## src/verilog/dcache_pkg.sv

```systemverilog
// data cache shared types
`default_nettype none

package dcache_pkg;

  // geometry
  localparam int num_way     = 4;
  localparam int num_set     = 8;
  localparam int way_bits    = 2;
  localparam int set_bits    = 3;
  localparam int offset_bits = 3;
  localparam int tag_bits    = 26;
  localparam int data_bits   = 64;

  // 32-bit byte address as seen by the cache
  typedef struct packed {
    logic [tag_bits-1:0]    tag;
    logic [set_bits-1:0]    set_index;
    // byte within the word, not used for lookup
    logic [offset_bits-1:0] offset;
  } cache_addr_t;

  // one stored line, a single 64-bit word
  typedef struct packed {
    logic                 valid;
    logic                 dirty;
    logic [tag_bits-1:0]  tag;
    logic [data_bits-1:0] data;
  } cache_line_t;

  // one bit per way
  typedef logic [num_way-1:0] way_mask_t;

  // encoded way number
  typedef logic [way_bits-1:0] way_index_t;

  // line leaving the cache on replacement
  typedef struct packed {
    logic                 valid;
    logic                 dirty;
    // offset is always zero here
    cache_addr_t          addr;
    logic [data_bits-1:0] data;
  } evict_line_t;

endpackage

`default_nettype wire

```

## src/verilog/write_steer.sv

```systemverilog
// write way steering
`default_nettype none
`timescale 1ns/1ps

module write_steer (
  input  logic                  wr_en,
  input  logic                  wr_fill,
  input  dcache_pkg::way_mask_t wr_hits,
  input  dcache_pkg::way_mask_t victim,
  output dcache_pkg::way_mask_t way_write,
  output logic                  alloc,
  output logic                  wr_hit
);

  import dcache_pkg::*;

  logic store_hit;
  logic fill_miss;

  // line present in some way of the write set
  assign wr_hit = |wr_hits;

  // a hit always goes to the hit way, store or fill alike
  assign store_hit = wr_en && wr_hit;

  // only a fill may allocate
  assign fill_miss = wr_en && wr_fill && !wr_hit;

  // tree moves only when a new line is brought in
  assign alloc = fill_miss;

  always_comb begin
    way_write = '0;
    for (int w = 0; w < num_way; w++) begin
      if (store_hit) begin
        way_write[w] = wr_hits[w];
      end else if (fill_miss) begin
        way_write[w] = victim[w];
      end
    end
    // store miss leaves way_write clear, no write allocate
  end

endmodule

`default_nettype wire

```

## src/verilog/cache_way.sv

```systemverilog
// one cache way
`default_nettype none
`timescale 1ns/1ps

module cache_way (
  input  logic                             clock,
  input  logic                             reset,
  input  logic                             write,
  input  dcache_pkg::cache_addr_t          rd_addr,
  input  dcache_pkg::cache_addr_t          wr_addr,
  input  logic [dcache_pkg::data_bits-1:0] wr_data,
  input  logic                             wr_dirty,
  input  logic                             wr_valid,
  output logic                             rd_hit,
  output dcache_pkg::cache_line_t          rd_line,
  output logic                             wr_hit,
  output dcache_pkg::cache_line_t          set_line
);

  import dcache_pkg::*;

  // one entry per set
  cache_line_t lines [num_set];

  cache_line_t new_line;

  // lookups
  assign rd_line = lines[rd_addr.set_index];
  assign set_line = lines[wr_addr.set_index];

  assign rd_hit = rd_line.valid && (rd_line.tag == rd_addr.tag);
  assign wr_hit = set_line.valid && (set_line.tag == wr_addr.tag);

  // entry written on a steered write
  always_comb begin
    new_line.valid = wr_valid;
    new_line.dirty = wr_dirty;
    new_line.tag   = wr_addr.tag;
    new_line.data  = wr_data;
  end

  always_ff @(posedge clock) begin
    if (reset) begin
      for (int s = 0; s < num_set; s++) begin
        lines[s].valid <= 1'b0;
        lines[s].dirty <= 1'b0;
      end
    end else if (write) begin
      lines[wr_addr.set_index] <= new_line;
    end
  end

endmodule

`default_nettype wire

```

## src/verilog/plru_tree.sv

```systemverilog
// tree pseudo-lru per set
`default_nettype none
`timescale 1ns/1ps

module plru_tree (
  input  logic                              clock,
  input  logic                              reset,
  input  logic [dcache_pkg::set_bits-1:0]   set_index,
  input  logic                              alloc,
  output dcache_pkg::way_mask_t             victim,
  output dcache_pkg::way_index_t            victim_way
);

  import dcache_pkg::*;

  // root picks the half, left and right pick within it
  logic [num_set-1:0] root;
  logic [num_set-1:0] left;
  logic [num_set-1:0] right;

  logic root_bit;
  logic left_bit;
  logic right_bit;

  assign root_bit  = root[set_index];
  assign left_bit  = left[set_index];
  assign right_bit = right[set_index];

  // ways 0/1 under left, 2/3 under right
  assign victim_way = {root_bit, root_bit ? right_bit : left_bit};

  always_comb begin
    victim = '0;
    for (int w = 0; w < num_way; w++) begin
      victim[w] = (victim_way == way_index_t'(w));
    end
  end

  // flip the bits along the path just taken
  always_ff @(posedge clock) begin
    if (reset) begin
      root  <= '0;
      left  <= '0;
      right <= '0;
    end else if (alloc) begin
      root[set_index] <= ~root_bit;
      if (root_bit) begin
        right[set_index] <= ~right_bit;
      end else begin
        left[set_index] <= ~left_bit;
      end
    end
  end

endmodule

`default_nettype wire

```

## src/verilog/hit_select.sv

```systemverilog
// read hit and victim selection
`default_nettype none
`timescale 1ns/1ps

module hit_select (
  input  dcache_pkg::way_mask_t                                rd_hits,
  input  dcache_pkg::cache_line_t [dcache_pkg::num_way-1:0]    rd_lines,
  input  dcache_pkg::cache_line_t [dcache_pkg::num_way-1:0]    set_lines,
  input  dcache_pkg::way_index_t                               victim_way,
  input  logic [dcache_pkg::set_bits-1:0]                      wr_set,
  output logic                                                 rd_hit,
  output logic [dcache_pkg::data_bits-1:0]                     rd_data,
  output dcache_pkg::evict_line_t                              evict
);

  import dcache_pkg::*;

  way_index_t  rd_way;
  cache_line_t victim_line;

  // encode the read hit vector
  always_comb begin
    rd_way = '0;
    for (int w = 0; w < num_way; w++) begin
      if (rd_hits[w]) begin
        rd_way = way_index_t'(w);
      end
    end
  end

  assign rd_hit = |rd_hits;

  // zero on a miss
  always_comb begin
    if (rd_hit) begin
      rd_data = rd_lines[rd_way].data;
    end else begin
      rd_data = '0;
    end
  end

  // line that the next fill of this set would replace
  assign victim_line = set_lines[victim_way];

  always_comb begin
    evict.valid          = victim_line.valid;
    evict.dirty          = victim_line.dirty;
    evict.addr.tag       = victim_line.tag;
    evict.addr.set_index = wr_set;
    // whole-word line, so no byte offset
    evict.addr.offset    = '0;
    evict.data           = victim_line.data;
  end

endmodule

`default_nettype wire

```

## src/verilog/dcache.sv

```systemverilog
// four-way data cache
`default_nettype none
`timescale 1ns/1ps

module dcache (
  input  logic                             clock,
  input  logic                             reset,

  // read port
  input  dcache_pkg::cache_addr_t          rd_addr,
  output logic [dcache_pkg::data_bits-1:0] rd_data,
  output logic                             rd_hit,

  // write port
  input  logic                             wr_en,
  input  logic                             wr_fill,
  input  dcache_pkg::cache_addr_t          wr_addr,
  input  logic [dcache_pkg::data_bits-1:0] wr_data,
  input  logic                             wr_dirty,
  input  logic                             wr_valid,
  output logic                             wr_hit,

  // replacement candidate of the write set
  output dcache_pkg::evict_line_t          evict
);

  import dcache_pkg::*;

  way_mask_t                  way_write;
  way_mask_t                  rd_hits;
  way_mask_t                  wr_hits;
  way_mask_t                  victim;
  way_index_t                 victim_way;
  logic                       alloc;
  cache_line_t [num_way-1:0]  rd_lines;
  cache_line_t [num_way-1:0]  set_lines;

  // input side
  write_steer steer_i (
    .wr_en     (wr_en),
    .wr_fill   (wr_fill),
    .wr_hits   (wr_hits),
    .victim    (victim),
    .way_write (way_write),
    .alloc     (alloc),
    .wr_hit    (wr_hit)
  );

  // way storage
  for (genvar w = 0; w < num_way; w++) begin : g_way
    cache_way way_i (
      .clock    (clock),
      .reset    (reset),
      .write    (way_write[w]),
      .rd_addr  (rd_addr),
      .wr_addr  (wr_addr),
      .wr_data  (wr_data),
      .wr_dirty (wr_dirty),
      .wr_valid (wr_valid),
      .rd_hit   (rd_hits[w]),
      .rd_line  (rd_lines[w]),
      .wr_hit   (wr_hits[w]),
      .set_line (set_lines[w])
    );
  end

  // replacement state, indexed by the write set
  plru_tree plru_i (
    .clock      (clock),
    .reset      (reset),
    .set_index  (wr_addr.set_index),
    .alloc      (alloc),
    .victim     (victim),
    .victim_way (victim_way)
  );

  // output side
  hit_select select_i (
    .rd_hits    (rd_hits),
    .rd_lines   (rd_lines),
    .set_lines  (set_lines),
    .victim_way (victim_way),
    .wr_set     (wr_addr.set_index),
    .rd_hit     (rd_hit),
    .rd_data    (rd_data),
    .evict      (evict)
  );

endmodule

`default_nettype wire

```

## config.mk

```make
export PLATFORM = sky130hd
export DESIGN_NAME = dcache
export DESIGN_NICKNAME = d
export VERILOG_FILES = /design/src/verilog/dcache_pkg.sv /design/src/verilog/write_steer.sv /design/src/verilog/cache_way.sv /design/src/verilog/plru_tree.sv /design/src/verilog/hit_select.sv /design/src/verilog/dcache.sv
export SDC_FILE = /design/constraint.sdc
export NUM_CORES = 2
export LEC_CHECK = 0
export BUFFER_PORTS_ARGS = -buffer_cell sky130_fd_sc_hd__buf_2
export CORE_UTILIZATION = 32
export CTS_CLUSTER_DIAMETER = 40
export DETAILED_ROUTE_END_ITERATION = 8
export PLACE_DENSITY = 0.49
export SETUP_SLACK_MARGIN = 0.02
export SYNTH_ARGS = -nofsm -noshare
export SYNTH_HDL_FRONTEND = slang
export SYNTH_SLANG_ARGS = --single-unit
```

## constraint.sdc

```tcl
create_clock -name clock -period 12.8 [get_ports clock]
set_input_delay 2.56 -clock clock [delete_from_list [all_inputs] [get_ports clock]]
set_output_delay 2.56 -clock clock [all_outputs]
set_load 0.02 [all_outputs]
```

==> parameters.txt <==
Parameter                              Value

Pwr
  Combinational cell fraction of total power    7.9%
  Switching power share of the total    24.56%
  Share of power burned in registers    42.2%
  Clock power share    50.0%
  Internal power component    19.20 mW
  Maximum VDD drop    0.1312 mV
  NetSw    6.251 mW
  Leakage power of the design    53.52 nW
  Power density over the cells    154.7 mW/mm2

Logic synthesis
  Number of cells produced by synthesis    8350
  Async set or reset register ratio after synthesis    0%
  Unique masters post-synth    81
  Mean post-synth cell area    16.80 um2
  Main flop type after synthesis    edfxtp_1
  Mapped cell area    0.1403 mm2
  Adder-cell share of the synthesized area    0%
  Area share of the largest cell type after synthesis    63.01%
  Synthesized flop and latch total    2968
  Warning count from the yosys run    0
  Post-synthesis cell type with the largest combined area    edfxtp_1
  Share of synthesized area occupied by flip-flops and latches    63.35%
  Most frequent cell after synthesis    edfxtp_1
  Synthesized-area fraction occupied by xor and xnor cells    1.105%
  Most frequent cells after synthesis    edfxtp_1 (2944), mux4_2 (928), mux2i_1 (656), nor2_1 (421), clkbuf_1 (350)
  Mux contribution to synthesized area    21.66%
  Basic-gate share of the synthesized area counting and, or, nand and nor cells    3.472%
  Dominant cells by area after synthesis    edfxtp_1 (63%), mux4_2 (15%), mux2i_1 (4.7%)
  Share of the synthesized area in compound gates (AO/OA/AOI/OAI)    8.107%
  Number of enable flip-flop cells after synthesis    2944
  Dominant combinational cell family by area after synthesis    multiplexers

Die
  Core outline area    0.4354 mm2
  I/O pin cnt    298
  Initial Util    32.22%
  Die extent in x    664.2 um
  Die Outline Area    0.4411 mm2
  Total number of placement rows    242
  Die height    664.2 um

STA
  Final critical-path setup slack    1.565 ns
  Relative slew margins    12.61%
  Part of the cycle the worst path needs    87.78%
  Clk_skew    0.1214 ns
  Clock period minus final worst setup slack    11.24 ns
  Slew of the pin with the lowest slew margin    1.297 ns
  Unrepaired setup endpoints after global routing    false
  Endpoints failing hold    0
  Post-Route Setup TNS    0 ns
  Final Setup Violations    0
  Pins Over Slew Limit    0
  Highest clock rate    89.00 MHz

Worst setup path
  Critical path start-end classification    input pin to output port
  Data arrival, critical path    8.68 ns
  Data required time of the critical path    10.24 ns
  Type of origin of the critical path    input pin
  Peak fanout along the critical path    65
  Endpoint kind of the worst setup timing path    output port

GRT
  Maximum number of pins on one net before global-route repair    143
  Number of global-route vias before repair    91710
  Residual overflow from global routing    0
  Antenna violations before repair    71
  Total global routing track utilization    25.41%
  Wire length of the first global-routing pass    783000 um

Detailed routing
  Detailed-route wire length    579000 um
  Count of unresolved DRC violations after routing    0
  Via count    92590
  Count of routing violations after the opening detailed-route iteration    12910
  Via-per-instance ratio    6.253
  Routed Antenna Nets    0
  Router iterations before antenna repair    7
  Mean routed wirelength per cell    39.10 um

Clock tree
  CTS max path bufs    4
  Clock tree from TritonCTS    built
  CTS root buf    clkbuf_16
  CTS Hold Bufs    0
  Cts repair resizes    0
  Clock Sink Count    2968
  Post-CTS Repair Setup Buffers    0
  Number of H-tree branching levels    5
  Clock latency reported for the late side of the worst-skew pair    1.07 ns
  Number of buffers inserted during clock tree synthesis    456
  Clock transition at the registers of the reported paths    0.05 ns

Place
  Detailed-placement wirelength estimate    322900 um
  Count of buffers inserted at the top-level ports    288
  Final weighted congestion in routability-driven placement    0.9196
  Post-Place Setup Slack    1.782 ns
  Standard cell area after detailed placement    0.1488 mm2

Cells and area
  Utilization after layout    37.78%
  Non-Filler Cell Area, Final    0.1645 mm2
  Number of nets in the layout    8784
  Share of cells above drive strength 1    28.51%
  Multi-input combinational cell area    0.04859 mm2
  Sequential cell area    0.08889 mm2
  Area added between synthesis and finish    17.26%
  Number of fillers in the final layout    40000

Run
  Number of max-cap violations    0

Run status
  Result of the run    finished clean

Hold path
  Class of the tightest hold or removal check    flip-flop to flip-flop
==> critical path, cell delays in order <==
cell,delay (ns)
buf_8,0.53
mux4_2,0.60
mux2i_1,0.22
xnor2_1,0.10
buf_4,0.18
nor4_1,1.02
nand4_1,0.28
nor4_2,0.73
buf_12,0.39
or2_4,0.21
nand3b_1,0.15
buf_12,0.54
o311a_1,0.62
buf_2,0.26
==> logic make-up after synthesis <==
kind of cell	count (synthesis)
xor+xnor	177
buf+inv	729
other cells	1
flops	2968
compound gates	1589
simple gates	1042
mux	1844
==> flip-flops by register name, summed over array words and instances, names as in the netlist <==
| signal | cells |
|---|---|
| plru_i.root | 8 |
| plru_i.left | 8 |
| plru_i.right | 8 |
| g_way.way_i.lines | 2944 |
==> final timing paths <==
kind,start,to,slack (ns),cells past startpoint
worst min-delay path,plru_i.root[6],plru_i.root[6],0.49,2
worst max register to register,g_way[2].way_i.lines[6][83],g_way[0].way_i.lines[4][16],6.06,13
worst max-delay path,rd_addr[4],rd_data[17],1.56,14
worst min register to register,plru_i.root[6],plru_i.root[6],0.49,2
==> layout by cell type (no fill, tap or decap), types with 98 or more instances in the layout <==
master     instances
nand2_1          231
buf_2            281
a221oi_1         268
clkbuf_16        458
edfxtp_1        2944
o21ai_0          162
a22oi_1          301
nand4_1           98
nor2_1           412
mux2i_1          656
a21oi_1          325
mux2_2           260
xnor2_1          142
mux4_2           928
buf_4            219
==> area by class of cell <==
cell class / count / share of cell area [%]
tap: 5734 / 4.361
timing repair buffer: 552 / 2.472
multi-input combinational: 4655 / 29.53
clock inverter: 339 / 2.432
clock buffer: 501 / 7.064
inverter: 17 / 0.04943
antenna: 41 / 0.06236
sequential: 2968 / 54.03
==> stage by stage <==
stage	power, mW	hold WS (ns)	std cells
floorplan	12.04	0.4519	8352
global placement	12.89	0.4615	13930
detailed placement	12.90	0.4803	13930
CTS	25.57	0.4876	14770
global route	26.03	0.5146	14780
finish	25.46	0.4851	14810
==> routing by layer <==
layer	wire (um)	track usage [%]	up-vias
met5	277	0	-
met4	27620	10.79	42
met3	56100	5.436	1321
li1	-	-	35780
met2	267300	40.31	5977
met1	227600	33.72	49470
==> power by group through the flow <==
stage	sequential (mW)	combinational, mW	clock, mW
CTS	10.7	1.98	12.9
floorplan	10.9	1.12	0
global route	10.7	2.07	13.2
global placement	10.9	1.96	0
finish	10.7	2.00	12.7
detailed placement	10.9	1.98	0
(Power assumes the default switching activity.)
